$ cat config.mk
export PLATFORM = sky130hd
export DESIGN_NAME = lane_alu
export DESIGN_NICKNAME = d
export VERILOG_FILES = /design/src/rtl/vec_pkg.sv /design/src/rtl/lane_alu.sv
export VERILOG_INCLUDE_DIRS = /design/src /design/src/rtl
export SDC_FILE = /design/constraint.sdc
export NUM_CORES = 1
export LEC_CHECK = 0
export BUFFER_PORTS_ARGS = -buffer_cell sky130_fd_sc_hd__buf_2
export CORE_AREA = 2 2 133 83
export CTS_CLUSTER_SIZE = 16
export DETAILED_ROUTE_END_ITERATION = 10
export DIE_AREA = 0 0 135 85
export PLACE_DENSITY = 0.74
export SLEW_MARGIN = 5
export SYNTH_ARGS = -nofsm -noshare
export SYNTH_HDL_FRONTEND = slang
export SYNTH_SLANG_ARGS = --single-unit
$ cat constraint.sdc
create_clock -name clk -period 7.5 [get_ports clk]
set_input_delay 1.125 -clock clk [delete_from_list [all_inputs] [get_ports clk]]
set_output_delay 1.125 -clock clk [all_outputs]
set_load 0.005 [all_outputs]
$ cat src/rtl/vec_settings.svh
`ifndef VEC_SETTINGS_SVH
`define VEC_SETTINGS_SVH

//////////////////////////////
// Data widths
//////////////////////////////
`define DATA_WIDTH    16        // One signed lane
`define WORD_WIDTH    32        // Two lanes per memory word
`define INST_WIDTH    32        // Opcode plus three address fields

//////////////////////////////
// Memory map and timing
//////////////////////////////
`define DM_ADDR_WIDTH 8         // 256 words per copy
`define RESULT_BASE   8'h40     // Readout stream starts here
`define WB_LATENCY    4         // Issue to write-back strobe, issue cycle counted

`endif

$ cat src/rtl/vec_pkg.sv
`default_nettype none

package vec_pkg;

    // Opcode in inst[31:29]
    // 3'b100 and 3'b101 are unused, decoded as NOP
    typedef enum logic [2:0] {
        OP_NOP = 3'b000,        // Operands read, nothing written
        OP_ADD = 3'b001,        // Wrapping lane sum
        OP_SUB = 3'b010,        // Wrapping lane difference
        OP_XOR = 3'b011,        // Bitwise over the whole word
        OP_MIN = 3'b110,        // Signed lane minimum
        OP_MAX = 3'b111         // Signed lane maximum
    } op_t;

endpackage

`default_nettype wire

$ cat src/rtl/lane_alu.sv
`default_nettype none

`include "vec_settings.svh"

// Two-lane ALU, one register stage
module lane_alu
    import vec_pkg::*;
(
    input  wire                    clk,
    input  wire [`WORD_WIDTH-1:0]  operand_a,
    input  wire [`WORD_WIDTH-1:0]  operand_b,
    input  wire op_t               alu_op,
    output logic [`WORD_WIDTH-1:0] alu_result
);

    // One lane, signed view for compares
    function automatic logic [`DATA_WIDTH-1:0] lane_op(
        input logic signed [`DATA_WIDTH-1:0] a,
        input logic signed [`DATA_WIDTH-1:0] b,
        input op_t                           op
    );
        case (op)
            OP_ADD:  lane_op = a + b;                   // Wraps
            OP_SUB:  lane_op = a - b;                   // Wraps
            OP_MAX:  lane_op = (a > b) ? a : b;
            OP_MIN:  lane_op = (a < b) ? a : b;
            OP_XOR:  lane_op = a ^ b;
            default: lane_op = '0;                      // NOP, never written
        endcase
    endfunction

    //////////////////////////////
    // Result register
    //////////////////////////////
    always_ff @(posedge clk) begin
        for (int i = 0; i < `WORD_WIDTH / `DATA_WIDTH; i++) begin
            // Lanes independent, no carry across
            alu_result[i*`DATA_WIDTH +: `DATA_WIDTH] <=
                lane_op(operand_a[i*`DATA_WIDTH +: `DATA_WIDTH],
                        operand_b[i*`DATA_WIDTH +: `DATA_WIDTH],
                        alu_op);
        end
    end

endmodule

`default_nettype wire

==> out/metrics.yaml <==
routing:
  antenna_left: 0
  vias: 5992
  wirelength_um: 18100
  drc_errors: 0
  initialDrtViolationCount: 735
  routedWlPerCell_um: 19.7
  viasPerCell: 6.53
  firstDrtPassIters: 7
worst_setup_path:
  worstSetupEndpointType: "register"
  start_kind: "input pin"
  slowest_delay_ns: 0.69
  cp_cell_sequence: "buf_2 -> inv_1 -> nor3_1 -> nand2_1 -> mux2i_1 -> a22o_1 -> a221o_1"
  crit_required_ns: 7.73
  crit_type: "in2reg"
  crit_fanout: 39
  critPathSlowestCell: "nor3_1"
  worst_ep_arrival_time_ns: 4.20
synthesis:
  synth_edf_count: 0
  yosysTopAreaCellShare_pct: 15.1
  ys_async_sr_fraction_pct: 0
  synth_area_um2: 5140
  syn_inst: 711
  synth_seq_cells: 32
  avgSynthCellArea_um2: 7.23
  synth_nets: 845
  synth_top_flop_cell: "dfxtp_1"
  ys_warn_count: 0
  synth-seq-area-share_pct: 12.5
  yosysUniqueCellTypes: 71
  synth_area_leaders: "ha_1, dfxtp_1, mux2i_1, a21oi_1, inv_1"
  synth_top_area_cell: "ha_1"
clocking:
  htree_levels: 2
  root_buffer: "clkbuf_16"
  holdBufCountCts: 0
  cts_tree: "built"
  cts_buffer_depth: 2
  clock_sinks: 32
  post_cts_buffers: 0
  cts_buffers: 5
  clk_pin_slew_ns: 0.06
  cts_resized: 0
floorplanning:
  ios: 100
  die_h_um: 85
  rows: 29
  die_w_um: 135
  fp.coreArea_um2: 10300
  die-area_um2: 11500
  initial_utilization_pct: 49.9
finish:
  diodes: 0
  fin_nets: 913
  regMostFlops: "alu_result"
  largest_reg_flops: 32
  top_regs: "alu_result x32"
  final_cells: 918
  area_growth_pct: 12.9
  drive_gt1_share_pct: 16.6
grt:
  track_usage_pct: 30.9
  overflow: 0
  grt_pass1_wl_um: 28200
  grt_max_degree: 40
  antenna_found_initial: 0
  grt_pass1_vias: 5389
power:
  p_leak_nw: 2.73
  power_density_nw_per_um2: 145
  max-vdd-ir-drop_v: 0.0000963
outcome:
  status: "finished, final reports clean"
sta:
  fin_tns_setup_ns: 0
  fin_crit_ns: 3.97
  timing.final.ws_setup_ns: 3.53
  setup_viol: 0
  timing.fmax_mhz: 252
  tightest_slew_ns: 0.996
  rsz0062_at_grt: "false"
  hold_violations: 0
  drv_slew: 0
  final.period_utilization_pct: 53.0
  slew_headroom_pct: 33.4
place:
  place_inst: 911
  dp_slack_ns: 3.32
  hpwl_um: 13500
  io_buffers: 99
  place.gp.congestion: 0.919
hold_path:
  hold_end: "alu_result[27]"
  whs_path_depth: 2
  min_path_type: "in2reg"
  hp-start: "operand_b[27]"
job:
  max_cap_violations: 0
[worst max path at each step]
stage	from	endpoint	slack, ns	cells after the start
floorplan	operand_a[16]	alu_result[31]	3.90	13
global placement	operand_b[17]	alu_result[31]	3.39	11
detailed placement	operand_a[16]	alu_result[26]	3.32	12
CTS	operand_a[16]	alu_result[26]	3.62	12
global route	alu_op[0]	alu_result[13]	3.35	7
finish	alu_op[0]	alu_result[14]	3.53	7
[area by class of cell]
cell class              instances  area [um^2]
flip-flops and latches         32          641
fillers                       983         4500
repair buffers                104          533
multi-input cells             569         4070
clock inverters                 1         5.00
clock buffers                   6          129
well taps                     139          174
inverters                      67          251
[report_power, final]
group	leakage [nW]	switching, W	internal, W
Combinational	2.39	0.000258	0.000173
Clock	0.0667	0.0000865	0.000121
Sequential	0.268	0.00000630	0.000197
Total	2.73	0.000351	0.000491
[per-stage QoR]
stage               total power, W  util [%]  hold slack (ns)  cell area (um^2)
floorplan                 0.000490         -             1.25              5140
global placement          0.000616      55.0             1.38              5670
detailed placement        0.000623      55.0             1.39              5670
CTS                       0.000831      56.3             1.09              5800
global route              0.000890      56.3             1.11              5800
finish                    0.000842      56.3             1.10              5800
[critical path, delay by kind of cell]
family          cells  cell delay, ns
compound gates      2            0.36
buf+inv             2            1.25
mux                 1            0.63
simple gates        2            0.79
[cell families after synthesis]
group / count (synthesis) / share of synthesized area [%]
AOI/OAI and AO/OA: 256 / 35.3
and+or+nand+nor: 203 / 18.8
buffers and inverters: 110 / 8.33
adders and majority gates: 66 / 16.7
muxes: 36 / 7.14
DFF: 32 / 12.5
xor gates and xnor gates: 8 / 1.36
[layer usage]
metal	vias to the layer above	GRT usage, %	share of wire, %
li1	2777	-	-
met1	2802	47.8	49
met2	388	44.4	40
met3	25	5.85	11
met4	0	5.21	1.0
met5	-	0	0
[synth_stat cells, drive strengths merged (6+ instances only)]
library cell  number
a211oi            12
a21o              13
a21oi             59
a221o             10
a221oi             8
a22oi             13
and3               6
buf               12
clkbuf            31
dfxtp             32
ha                62
inv               67
mux2i             31
nand2             47
nand3             10
nand4              6
nor2              64
nor2b             10
nor3              26
o211ai            11
o21a               6
o21ai             40
o221ai            15
o22ai              7
o31ai              6
or2                6
or3                8
xnor2              6
[cells in the final DEF (no fill, tap or decap), drive strengths merged, types with 6 or more instances in the layout]
| cell type | n |
|---|---|
| nand2 | 47 |
| buf | 104 |
| dfxtp | 32 |
| xnor2 | 6 |
| o211ai | 11 |
| o21ai | 40 |
| a21o | 13 |
| a22oi | 13 |
| o22ai | 7 |
| nand3 | 10 |
| or2 | 6 |
| ha | 62 |
| and3 | 6 |
| or3 | 8 |
| o221ai | 15 |
| o31ai | 6 |
| o21a | 6 |
| clkbuf | 6 |
| nor2 | 64 |
| nor3 | 26 |
| a21oi | 59 |
| inv | 67 |
| mux2i | 31 |
| nor2b | 10 |
| nand4 | 6 |
| a211oi | 12 |
| a221o | 10 |
| a221oi | 8 |
No activity file was read; power rests on OpenSTA's default activity.
