**config.mk**
```make
export PLATFORM = sky130hd
export DESIGN_NAME = inst_issuer
export DESIGN_NICKNAME = d
export VERILOG_FILES = /design/src/rtl/vec_pkg.sv /design/src/rtl/inst_issuer.sv
export VERILOG_INCLUDE_DIRS = /design/src /design/src/rtl
export SDC_FILE = /design/constraint.sdc
export NUM_CORES = 1
export LEC_CHECK = 0
export BUFFER_PORTS_ARGS = -buffer_cell sky130_fd_sc_hd__buf_2
export CAP_MARGIN = 20
export CORE_UTILIZATION = 36
export DETAILED_ROUTE_END_ITERATION = 16
export PLACE_DENSITY = 0.82
export SKIP_LAST_GASP = 1
export SLEW_MARGIN = 20
export SYNTH_ARGS = -nofsm -noshare
export SYNTH_HDL_FRONTEND = slang
export SYNTH_SLANG_ARGS = --single-unit
```
**constraint.sdc**
```tcl
create_clock -name clk -period 0.8 [get_ports clk]
set_input_delay 0.16 -clock clk [delete_from_list [all_inputs] [get_ports clk]]
set_output_delay 0.16 -clock clk [all_outputs]
set_load 0.1 [all_outputs]
```
**src/rtl/vec_settings.svh**
```systemverilog
`ifndef VEC_SETTINGS_SVH
`define VEC_SETTINGS_SVH

//////////////////////////////
// Data widths
//////////////////////////////
`define DATA_WIDTH    16        // One signed lane
`define WORD_WIDTH    32        // Two lanes per memory word
`define INST_WIDTH    32        // Opcode plus three address fields

//////////////////////////////
// Memory map and timing
//////////////////////////////
`define DM_ADDR_WIDTH 8         // 256 words per copy
`define RESULT_BASE   8'h40     // Readout stream starts here
`define WB_LATENCY    4         // Issue to write-back strobe, issue cycle counted

`endif

```
**src/rtl/vec_pkg.sv**
```systemverilog
`default_nettype none

package vec_pkg;

    // Opcode in inst[31:29]
    // 3'b100 and 3'b101 are unused, decoded as NOP
    typedef enum logic [2:0] {
        OP_NOP = 3'b000,        // Operands read, nothing written
        OP_ADD = 3'b001,        // Wrapping lane sum
        OP_SUB = 3'b010,        // Wrapping lane difference
        OP_XOR = 3'b011,        // Bitwise over the whole word
        OP_MIN = 3'b110,        // Signed lane minimum
        OP_MAX = 3'b111         // Signed lane maximum
    } op_t;

endpackage

`default_nettype wire

```
**src/rtl/inst_issuer.sv**
```systemverilog
`default_nettype none

`include "vec_settings.svh"

// Instruction input side
// Decodes, starts the operand read, tracks ops in flight
module inst_issuer
    import vec_pkg::*;
(
    input  wire                      clk,
    input  wire                      rst,
    input  wire                      inst_en,
    input  wire [`INST_WIDTH-1:0]    inst,
    output logic                     rd_ops_en,
    output logic [`DM_ADDR_WIDTH-1:0] src1_addr,
    output logic [`DM_ADDR_WIDTH-1:0] src2_addr,
    output logic [`DM_ADDR_WIDTH-1:0] dst_addr,
    output op_t                      alu_op,
    output logic                     wb_en
);

    op_t                    dec_op;
    logic [`WB_LATENCY-1:0] vld_pipe;                   // Bit i set i+1 edges after issue
    logic [`WB_LATENCY-1:0] wr_pipe;                    // Op writes back
    op_t                    op_pipe [`WB_LATENCY-1];

    // Opcode decode
    always_comb begin
        case (inst[31:29])
            OP_ADD, OP_SUB, OP_XOR, OP_MIN, OP_MAX:
                dec_op = op_t'(inst[31:29]);
            default:
                dec_op = OP_NOP;                        // Unused codes too
        endcase
    end

    // Fields straight to the memory, registered there
    assign rd_ops_en = inst_en;
    assign src2_addr = inst[23:16];
    assign src1_addr = inst[15:8];
    assign dst_addr  = inst[7:0];

    //////////////////////////////
    // In-flight tracking
    //////////////////////////////
    always_ff @(posedge clk) begin
        if (rst)
            vld_pipe <= '0;
        else
            vld_pipe <= {vld_pipe[`WB_LATENCY-2:0], inst_en};
    end

    always_ff @(posedge clk) begin
        wr_pipe    <= {wr_pipe[`WB_LATENCY-2:0], dec_op != OP_NOP};
        op_pipe[0] <= dec_op;
        for (int i = 1; i < `WB_LATENCY - 1; i++)
            op_pipe[i] <= op_pipe[i-1];
    end

    // Operands land two edges after issue, ALU stage then
    assign alu_op = vld_pipe[`WB_LATENCY-2] ? op_pipe[`WB_LATENCY-2] : OP_NOP;

    // One cycle strobe, lined up with the ALU result
    assign wb_en = vld_pipe[`WB_LATENCY-1] & wr_pipe[`WB_LATENCY-1];

endmodule

`default_nettype wire

```
==> results of run 1 <==
-- timing repair --
action	4_1_cts	5_1_grt
cloned	0	0
resized for setup	0	3
endpoints found under the hold margin	1	0
hold buffers	1	0
pin swaps	3	0
setup endpoints to repair	4	5
-- cells in the final DEF (no fill, tap or decap) --
| cell type | Yosys | routed |
|---|---|---|
| a21oi_2 | 1 | 1 |
| and2_1 | 5 | 1 |
| and2_4 | 0 | 4 |
| buf_12 | 0 | 5 |
| buf_2 | 0 | 5 |
| clkbuf_4 | 0 | 3 |
| clkinv_2 | 0 | 1 |
| dfxtp_1 | 17 | 14 |
| dfxtp_2 | 0 | 3 |
| dlygate4sd3_1 | 0 | 1 |
| inv_1 | 2 | 1 |
| inv_2 | 0 | 1 |
| nor2b_1 | 4 | 4 |
| o21ai_1 | 1 | 1 |
-- sequential cells by signal (all words and copies together) (netlist names) --
signal and count:
vld_pipe 4, op_pipe 9, wr_pipe 4
-- through the flow --
stage	setup WS, ns	hold slack, ns	setup TNS [ns]	cells	area [µm²]
floorplan	-0.001051	0.2242	-0.002102	56	620.6
global placement	0.003490	0.2878	0	56	574.3
detailed placement	-0.005042	0.2903	-0.01225	56	574.3
CTS	-0.3247	0.05624	-1.253	61	611.8
global route	-0.3639	0.05210	-1.413	61	614.3
finish	-0.3032	0.06267	-1.174	61	614.3
-- power groups by stage --
stage / combinational (mW) / clock [mW] / sequential, mW
after detailed placement: 0.0998 / 0 / 0.923
after floorplan: 0.628 / 0 / 0.919
after global placement: 0.0983 / 0 / 0.921
final: 0.103 / 0.429 / 0.903
after global routing: 0.111 / 0.499 / 0.909
after CTS: 0.103 / 0.451 / 0.903
-- synth_stat cells, drive strengths merged --
cell type  number  area (µm²)
and2            5       31.28
clkbuf          1       3.750
nor2b           4       25.02
buf            25       187.7
inv             2       7.510
o21ai           1       5.000
dfxtp          17       340.3
a21oi           1       8.760
-- final cells by class --
cell class	instances	area share, %
clock inverter	1	0.8147
clock buffer	3	3.666
tap	16	3.259
inverter	2	1.222
sequential	17	56.01
timing repair buffer	11	22.00
multi-input combinational	11	13.03
-- per-layer routing --
metal / up-vias / GRT usage, % / share of wire [%] / wire length (µm)
li1: 119 / - / - / -
met1: 95 / 6.579 / 31 / 178
met2: 18 / 10.75 / 43 / 249
met3: 14 / 8.936 / 19 / 109
met4: 0 / 11.52 / 7.7 / 45
met5: - / 0 / 0 / 0
-- logic make-up after synthesis --
group | Yosys count | share of synthesized area [%]
DFF | 17 | 55.85
AOI/OAI and AO/OA | 2 | 2.258
and+or+nand+nor | 9 | 9.240
buffers and inverters | 28 | 32.65
-- worst paths after layout --
kind | endpoint | slack [ns] | depth (start not counted)
setup / recovery | alu_op[2] | -0.30 | 2
hold / removal | vld_pipe[2] | 0.06 | 2
setup reg to reg | vld_pipe[3] | 0.25 | 1
hold reg to reg | op_pipe[0][4] | 0.33 | 0
==> out/qor.log, run 1 <==
qor: drt.vias 246
qor: clock_tree.clock_path_buffers 2
qor: place.dpl.hpwl 442 µm
qor: drt.starting_drt_drc_count 2
qor: sta.clock.fmax 906.5 MHz
qor: grt.wire_length_of_the_first_global_routing_pass 1055 µm
qor: yosys.synth_seq_cells 17
qor: yosys.synthCells 56
qor: yosys.ys_seq_area_share 55.85%
qor: worst_hold_path.holdCritPathClass input pin to register
qor: layout.layout.core_utilization 39.85%
qor: power_and_ir_drop.p_sw 0.3134 mW
qor: power_and_ir_drop.proportion_of_power_drawn_by_combinational_gates 7.2%
qor: yosys.postSynthNetCount 91
qor: power_and_ir_drop.power.ir.vdd_worst 0.8872 mV
qor: power_and_ir_drop.clock_power_share 29.9%
qor: sta.grt_setup_unrepaired yes
qor: sta.finClkSkew 0.001556 ns
qor: sta.finalMaxSlewViolations 0
qor: setup_path.worstSetupStartpoint vld_pipe[2]
qor: layout.area_growth_syn_to_layout 0.8214%
qor: floorplan.fp.dieArea 0.001861 mm²
qor: clock_tree.tritoncts yes
qor: clock_tree.clk_pin_slew_worst_paths 0.09 ns
qor: power_and_ir_drop.intPower 1.122 mW
qor: sta.worstMarginPinSlew 0.08845 ns
qor: floorplan.die_h 43.14 µm
qor: power_and_ir_drop.sequential_fraction_of_design_power 62.9%
qor: layout.register_area 344.1 µm²
qor: floorplan.die_w 43.14 µm
qor: status.run_status finished, violations left
qor: grt.maximum_number_of_pins_on_one_net_before_global_route_repair 11
qor: sta.max-slew-margin-rel 94.06%
qor: power_and_ir_drop.total_power 1.435 mW
qor: job.timing.max_cap.violations 0
qor: layout.multi_input_area 80.08 µm²
qor: setup_path.timing.critical_path.cells and2_4 > buf_12
qor: place.io_buffers 10
qor: drt.final_antenna_net_count 0
qor: grt.overflow 0
qor: setup_path.critical_path.slowest_cell dfxtp_2
qor: clock_tree.post_cts.repair.setup_buffers 0
qor: drt.finalWirelength 583 µm
qor: setup_path.worst_setup_path_end_kind output port
qor: yosys.library_cells_used_by_synthesis 8
qor: power_and_ir_drop.power.switching_fraction 21.83%
qor: drt.residual_drc 0
qor: drt.routedWlPerCell 9.557 µm
qor: grt.globalRouteTotalUtil 8.821%
qor: setup_path.worstPathMaxFanout 4
qor: sta.min_period_over_period 137.9%
qor: place.globalplace.congestion 0.6406
qor: setup_path.crit_buf_inv 1
qor: setup_path.worst_path_largest_cell_delay 0.35 ns
qor: floorplan.initial_core_util 39.53%
qor: status.violated_checks setup timing
qor: layout.antenna_cells 0
qor: clock_tree.htree_levels 1
qor: drt.drt-vias-per-instance 4.033
qor: sta.report.final.hold_viol_count 0
qor: power_and_ir_drop.cell_pwr_density 2337 mW/mm²
qor: clock_tree.cts-buffers-inserted 3
qor: floorplan.core-area 0.001541 mm²
qor: sta.post-route-min-period 1.103 ns
qor: yosys.yosys_warnings 0
qor: setup_path.crit_type register to output port
qor: floorplan.row_count 14
qor: clock_tree.cts_num_sinks 17
qor: setup_path.critPathLaunchType register
qor: grt.grt_antenna_before_repair 0
qor: drt.drtPass1Iterations 2
qor: yosys.syn-cell-area 609.3 µm²
qor: layout.fillers 150
qor: setup_path.worstReg2RegStart vld_pipe[2]
qor: yosys.synth_area_per_cell 10.88 µm²
qor: grt.first_global_vias 249
qor: sta.timing.final.ws_setup -0.3032 ns
qor: setup_path.critical-path-top-delay-family flip-flops
qor: setup_path.timing.critical_path.required 0.64 ns
qor: clock_tree.root_buffer clkbuf_4
qor: layout.drive_gt1_share 51.11%
qor: setup_path.arrival 0.94 ns
qor: floorplan.boundaryPins 64
qor: layout.final_nets 81
qor: sta.finalSetupViolations 4
qor: worst_hold_path.holdCritStartpoint rst
qor: clock_tree.worstSkewPairLatency 0.28 ns
qor: power_and_ir_drop.p_leak 0.2680 nW
No activity file was read; power rests on OpenSTA's default activity.
==> run 2, diff against run 1 <==
Settings changed: ABC_AREA set to 1.
==> run 2 against run 1 <==
  * The flow finishes with violations (DRC, setup timing)
  * Non-clock buffer count stayed put
  * Synthesized area is 1.8% higher
  * Maximum frequency is 3.7% lower
  * Count of clock-buffer cells in the layout stayed put
  * Synthesized cell count is 16% higher
  * Sequential share of layout area is 3.6 points lower
  * Via count is 23% higher
  * Final cell count is 15% higher
  * Clock power is 1% higher
  * Combinational power hardly changed
  * Critical path type unchanged
  * Highest routed layer unchanged
==> out/qor.log, run 2 <==
qor: worst_hold_path.holdPathStages 2
qor: layout.reg_top3 op_pipe x9, vld_pipe x4, wr_pipe x4
qor: drt.drt-vias-per-instance 4.314
qor: setup_path.crit_type register to output port
qor: clock_tree.clk_pin_slew_worst_paths 0.09 ns
qor: yosys.synth_area_per_cell 9.548 µm²
qor: drt.vias 302
qor: grt.overflow 0
qor: setup_path.arrival 0.99 ns
qor: floorplan.die_w 43.52 µm
qor: sta.finalMaxSlewViolations 0
qor: worst_hold_path.holdCritPathClass input pin to register
qor: setup_path.worstPathMaxFanout 4
qor: setup_path.reg2reg_depth 2
qor: layout.final_cell_mix dfxtp_1, inv_1, clkinvlp_4, buf_2, buf_12
qor: sta.worstMarginPinSlew 0.1110 ns
qor: power_and_ir_drop.power.ir.vdd_worst 0.9969 mV
qor: grt.wire_length_of_the_first_global_routing_pass 1014 µm
qor: yosys.synth-compound-area-share 2.218%
qor: sta.finalSetupViolations 4
qor: clock_tree.root_buffer clkbuf_4
qor: grt.globalRouteTotalUtil 7.672%
qor: layout.final_nets 90
qor: clock_tree.cts_num_sinks 17
qor: drt.routedWlPerCell 8.929 µm
qor: yosys.synthDominantAreaCellType dfxtp_1
qor: layout.drive_gt1_share 46.30%
qor: setup_path.reg2reg_setup_slack 0.22 ns
qor: drt.starting_drt_drc_count 5
qor: yosys.largest_family_of_logic_cells_by_synthesized_area buffers and inverters
qor: yosys.synthCells 65
qor: yosys.number_of_flops_mapped_to_enable_cells_by_yosys 0
qor: sta.setup-tns-final -1.304 ns
qor: sta.min_period_over_period 143.1%
qor: clock_tree.clock_path_buffers 2
qor: yosys.synth_top_cell_area_share 54.84%
qor: layout.most_common_library_cell_in_the_layout_ignoring_fill_and_taps dfxtp_1
qor: layout.fillers 154
qor: yosys.postSynthNetCount 100
qor: floorplan.die_h 43.52 µm
qor: layout.area_growth_syn_to_layout 6.250%
qor: sta.finClkSkew 0.004681 ns
qor: job.timing.max_cap.violations 0
qor: worst_hold_path.worst_hold_path.endpoint vld_pipe[2]
qor: yosys.synth_ff_type dfxtp_1
qor: yosys.post_synth_fa_ha_maj_area_fraction 0%
qor: sta.report.final.hold_viol_count 0
qor: status.violated_checks DRC, setup timing
qor: setup_path.critPathLaunchType register
qor: power_and_ir_drop.total_power 1.448 mW
qor: setup_path.worst_setup_path_end_kind output port
qor: yosys.ranking_of_synthesized_cells_by_instance_count buf_4, dfxtp_1, inv_1
qor: floorplan.fp.dieArea 0.001894 mm²
qor: drt.finalWirelength 625 µm
qor: layout.largest-register op_pipe
qor: layout.antenna_cells 0
qor: yosys.synth_seq_cells 17
qor: sta.grt_setup_unrepaired yes
qor: grt.maximum_number_of_pins_on_one_net_before_global_route_repair 12
qor: grt.global_route.peak_usage_layer met2
qor: sta.timing.final.ws_setup -0.3451 ns
qor: sta.max-slew-margin-rel 92.59%
qor: layout.largest_reg_flops 9
qor: power_and_ir_drop.p_leak 0.2997 nW
qor: setup_path.timing.critical_path.required 0.64 ns
qor: worst_hold_path.holdCritStartpoint rst
qor: grt.global_route.usage.met3 6.667%
qor: sta.post-route-min-period 1.145 ns
qor: yosys.yosys_warnings 0
qor: yosys.syn-cell-area 620.6 µm²
qor: yosys.most_frequently_used_cell_type_in_the_post_synthesis_netlist buf_4
qor: place.io_buffers 10
qor: power_and_ir_drop.cell_pwr_density 2196 mW/mm²
qor: floorplan.row_count 14
qor: yosys.ys_seq_area_share 54.84%
qor: status.run_status finished, violations left
qor: floorplan.initial_core_util 39.81%
qor: yosys.synth-simple-area-share 5.444%
qor: yosys.synth_xor_xnor_area_share 0%
qor: place.globalplace.congestion 0.6586
qor: yosys.synth_mux_area_share 0%
qor: clock_tree.worstSkewPairLatency 0.28 ns
qor: grt.first_global_vias 254
qor: yosys.library_cells_used_by_synthesis 8
qor: grt.grt_antenna_before_repair 0
qor: grt.met1_track_utilization_from_global_routing 6.283%
qor: clock_tree.htree_levels 1
qor: yosys.synth.area.top_cells dfxtp_1, buf_4, inv_1
qor: yosys.ys_async_sr_fraction 0%
qor: floorplan.boundaryPins 64
qor: drt.final_antenna_net_count 0
qor: floorplan.core-area 0.001559 mm²
qor: setup_path.r2r_end vld_pipe[3]
qor: place.dpl.hpwl 499.6 µm
qor: clock_tree.tritoncts yes
qor: drt.residual_drc 3
qor: clock_tree.cts-buffers-inserted 3
qor: drt.drtPass1Iterations 9
qor: sta.clock.fmax 873.3 MHz
qor: grt.gr-usage-met2 10.91%
qor: setup_path.worstReg2RegStart vld_pipe[2]
-- run 2: changes by cell type in the layout (fill, tap and decap cells not counted), moves of 2 or more --
cell        previous run  this run
inv_1                  1         7
nor2_1                 0         4
dfxtp_2                3         1
nor2b_1                4         0
clkinvlp_4             0         5
and2_4                 4         0
nand2_4                0         3
-- run 2: worst max path at each step --
stage / from / endpoint / slack (ns)
3_3_place_gp: vld_pipe[2] / alu_op[1] / -0.02
3_5_place_dp: vld_pipe[2] / alu_op[0] / -0.04
5_1_grt: vld_pipe[2] / alu_op[1] / -0.40
6_report: vld_pipe[2] / alu_op[2] / -0.35
4_1_cts: vld_pipe[2] / alu_op[0] / -0.35
2_1_floorplan: vld_pipe[2] / alu_op[0] / -0.16
-- run 2: layout make-up --
| cell class | count | area, µm² | area share [%] |
|---|---|---|---|
| clock inverter | 1 | 7.507 | 1.139 |
| multi-input combinational | 11 | 72.57 | 11.01 |
| timing repair buffer | 11 | 135.1 | 20.49 |
| inverter | 11 | 56.30 | 8.539 |
| tap | 16 | 20.02 | 3.036 |
| clock buffer | 3 | 22.52 | 3.416 |
| sequential | 17 | 345.3 | 52.37 |
-- run 2: metrics by stage --
step,hold slack [ns],area [µm²],setup slack [ns],std cells,util (%)
floorplan,0.2238,646.9,-0.1636,65,-
global placement,0.2919,600.6,-0.02198,65,38.52
detailed placement,0.2909,600.6,-0.03516,65,38.52
CTS,0.05826,659.4,-0.3512,70,42.30
global route,0.05237,659.4,-0.4031,70,42.30
finish,0.06630,659.4,-0.3451,70,42.30
-- run 2: what timing repair did --
action / in CTS / in global routing
buffers inserted: 0 / 0
setup endpoints to repair: 4 / 4
hold buffers: 1 / 0
pin swaps: 3 / 1
endpoints found under the hold margin: 1 / 0
resized for setup: 5 / 0
-- run 2: layer usage --
layer	wire length [µm]	vias to the layer above	part of all wire [%]
li1	-	137	-
met1	187	133	30
met2	303	22	48
met3	93	10	15
met4	40	0	6.4
met5	0	-	0
-- run 2: critical path, cell delays in order, from the launching register on --
cell and delay [ns]:
dfxtp_4 0.38, nand2_4 0.08, clkinvlp_4 0.08, buf_12 0.16
-- run 2: cells by family after synthesis --
kind of cell / after synthesis
buffers and inverters: 37
and+or+nand+nor: 9
DFF: 17
AOI/OAI and AO/OA: 2
-- run 2: power by group --
group	leakage, nW	total (mW)	internal, mW	switching, mW
registers	0.143	0.908	0.890	0.0183
clock network	0.0139	0.434	0.190	0.245
logic	0.142	0.105	0.0416	0.0633
total	0.300	1.45	1.12	0.327
==> run 3, diff against run 2 <==
Settings changed: CORE_UTILIZATION 36 to 38, CTS_BUF_LIST set to sky130_fd_sc_hd__clkbuf_8, PLACE_DENSITY 0.82 to 0.86.
==> run 3 against run 2 <==
  * The run ends with setup timing left
  * Combinational power barely moved
  * Utilization rose by 1.3 points
  * Die area fell by 5.0%
  * Maximum frequency rose by 4.7%
  * Critical path depth did not move
  * Via count fell by 3.0%
  * Clock skew fell by 0.0021 ns
  * Non-clock buffer count fell by 1
  * Worst setup slack improved by 0.051 ns
  * First-iteration DRC count fell by 80%
==> out/qor.log, run 3 (synthesized netlist as in run 2, its figures left out) <==
qor: setup_path.critical_path.slowest_cell dfxtp_4
qor: power_and_ir_drop.power.ir.vdd_worst 0.7996 mV
qor: sta.setup-tns-final -1.121 ns
qor: layout.antenna_cells 0
qor: sta.min_period_over_period 136.7%
qor: power_and_ir_drop.total_power 1.613 mW
qor: place.dp_cells 65
qor: sta.grt_setup_unrepaired yes
qor: worst_hold_path.holdCritStartpoint inst[30]
qor: sta.worstMarginPinSlew 0.09520 ns
qor: place.placedInstanceArea 600.6 µm²
qor: grt.maximum_number_of_pins_on_one_net_before_global_route_repair 11
qor: sta.post-route-min-period 1.094 ns
qor: layout.area_growth_syn_to_layout 7.056%
qor: setup_path.critPathLaunchType register
qor: drt.residual_drc 0
qor: setup_path.worst_setup_path_end_kind output port
qor: drt.drtPass1Iterations 2
qor: drt.finalWirelength 653 µm
qor: drt.starting_drt_drc_count 1
qor: grt.globalRouteTotalUtil 8.147%
qor: power_and_ir_drop.cell_pwr_density 2428 mW/mm²
qor: layout.most_common_library_cell_in_the_layout_ignoring_fill_and_taps dfxtp_1
qor: floorplan.core-area 0.001524 mm²
qor: worst_hold_path.holdPathStages 1
qor: clock_tree.cts_hold_buf 0
qor: place.placement.setup.worst_slack -0.03519 ns
qor: drt.routedWlPerCell 9.464 µm
qor: layout.stdcell_area 664.4 µm²
qor: layout.final_nets 89
qor: setup_path.timing.critical_path.cells nand2_4 > clkinvlp_4 > buf_12
qor: power_and_ir_drop.p_leak 0.3065 nW
qor: floorplan.fp.dieArea 0.001799 mm²
qor: floorplan.boundaryPins 64
qor: setup_path.reg2reg_depth 2
qor: sta.finalSetupViolations 4
qor: layout.reg_top3 op_pipe x9, vld_pipe x4, wr_pipe x4
qor: sta.finClkSkew 0.002620 ns
qor: grt.wire_length_of_the_first_global_routing_pass 959 µm
qor: place.dpl.hpwl 506.3 µm
qor: sta.clock.fmax 914.3 MHz
qor: floorplan.die_h 42.41 µm
qor: job.timing.max_cap.violations 0
qor: clock_tree.clock_path_buffers 2
qor: clock_tree.tritoncts yes
qor: setup_path.timing.critical_path.required 0.64 ns
qor: floorplan.initial_core_util 40.72%
qor: clock_tree.htree_levels 1
qor: drt.vias 293
qor: place.globalplace.congestion 0.6771
qor: floorplan.die_w 42.41 µm
qor: clock_tree.worstSkewPairLatency 0.24 ns
qor: sta.max-slew-margin-rel 93.61%
qor: layout.final_non_filler_cells 69
qor: status.violated_checks setup timing
qor: clock_tree.clk_pin_slew_worst_paths 0.06 ns
qor: setup_path.reg2reg_setup_slack 0.24 ns
qor: status.run_status finished, violations left
qor: floorplan.row_count 14
qor: grt.overflow 0
qor: clock_tree.cts-buffers-inserted 3
qor: sta.timing.final.ws_setup -0.2938 ns
qor: layout.final_cell_mix dfxtp_1, inv_1, buf_2, buf_12
qor: setup_path.worst_path_largest_cell_delay 0.37 ns
qor: setup_path.arrival 0.93 ns
qor: place.io_buffers 10
qor: clock_tree.cts_num_sinks 17
qor: drt.final_antenna_net_count 0
qor: setup_path.worstReg2RegStart vld_pipe[2]
qor: drt.drt-vias-per-instance 4.246
qor: worst_hold_path.holdCritPathClass input pin to register
qor: layout.largest_reg_flops 9
qor: grt.grt_antenna_before_repair 0
qor: clock_tree.root_buffer clkbuf_8
qor: worst_hold_path.worst_hold_path.endpoint op_pipe[0][1]
qor: layout.drive_gt1_share 45.28%
qor: setup_path.worstPathMaxFanout 4
qor: sta.finalMaxSlewViolations 0
qor: setup_path.crit_type register to output port
qor: layout.largest-register op_pipe
qor: setup_path.r2r_end vld_pipe[3]
qor: grt.first_global_vias 244
qor: sta.report.final.hold_viol_count 0
[run 3: cell types whose count changed in the layout (fill, tap and decap cells not counted)]
cell and delta:
dfxtp_2 -1, clkinv_2 +1, clkbuf_8 +3, dfxtp_1 +1
clkinvlp_4 -1, dlygate4sd3_1 -1, clkbuf_4 -3
[run 3: per-layer routing]
| layer | vias up | part of all wire (%) | wire [µm] | track usage [%] |
|---|---|---|---|---|
| li1 | 135 | - | - | - |
| met1 | 129 | 29 | 188 | 4.324 |
| met2 | 19 | 51 | 330 | 12.00 |
| met3 | 10 | 16 | 105 | 6.466 |
| met4 | 0 | 4.4 | 29 | 13.13 |
| met5 | - | 0 | 0 | 0 |
[run 3: cell type report]
| type | count | area (µm²) |
|---|---|---|
| fillers | 135 | 859.6 |
| flip-flops and latches | 17 | 344.1 |
| repair buffers | 10 | 125.1 |
| multi-input cells | 11 | 72.57 |
| inverters | 11 | 56.30 |
| clock buffers | 3 | 41.29 |
| well taps | 16 | 20.02 |
| clock inverters | 1 | 5.005 |
[run 3: worst max-delay path by stage]
stage	slack, ns	startpoint	end
detailed placement	-0.04	vld_pipe[2]	alu_op[0]
finish	-0.29	vld_pipe[2]	alu_op[0]
global placement	-0.02	vld_pipe[2]	alu_op[1]
floorplan	-0.16	vld_pipe[2]	alu_op[0]
CTS	-0.31	vld_pipe[2]	alu_op[2]
global route	-0.33	vld_pipe[2]	alu_op[1]
[run 3: critical path, delay by kind of cell (launching register included)]
kind | cells | cell delay [ns]
flops | 1 | 0.37
simple gates | 1 | 0.07
buf+inv | 2 | 0.25
[run 3: stage by stage]
| step | hold slack [ns] | util [%] |
|---|---|---|
| final | 0.04293 | 43.60 |
| after global routing | 0.04187 | 43.60 |
| after CTS | 0.03523 | 43.60 |
| after detailed placement | 0.2965 | 39.41 |
| after global placement | 0.2910 | 39.41 |
| after floorplan | 0.2238 | - |
[run 3: repair_timing]
action	in CTS	in global routing
buffers inserted	0	0
hold endpoints to repair	0	0
pin swaps	3	1
endpoints found under the setup margin	4	4
gates resized for setup	4	0
[run 3: power breakdown]
group | total, mW | switching, mW | internal, mW
registers | 0.909 | 0.0175 | 0.891
clock network | 0.603 | 0.258 | 0.344
logic | 0.102 | 0.0636 | 0.0385
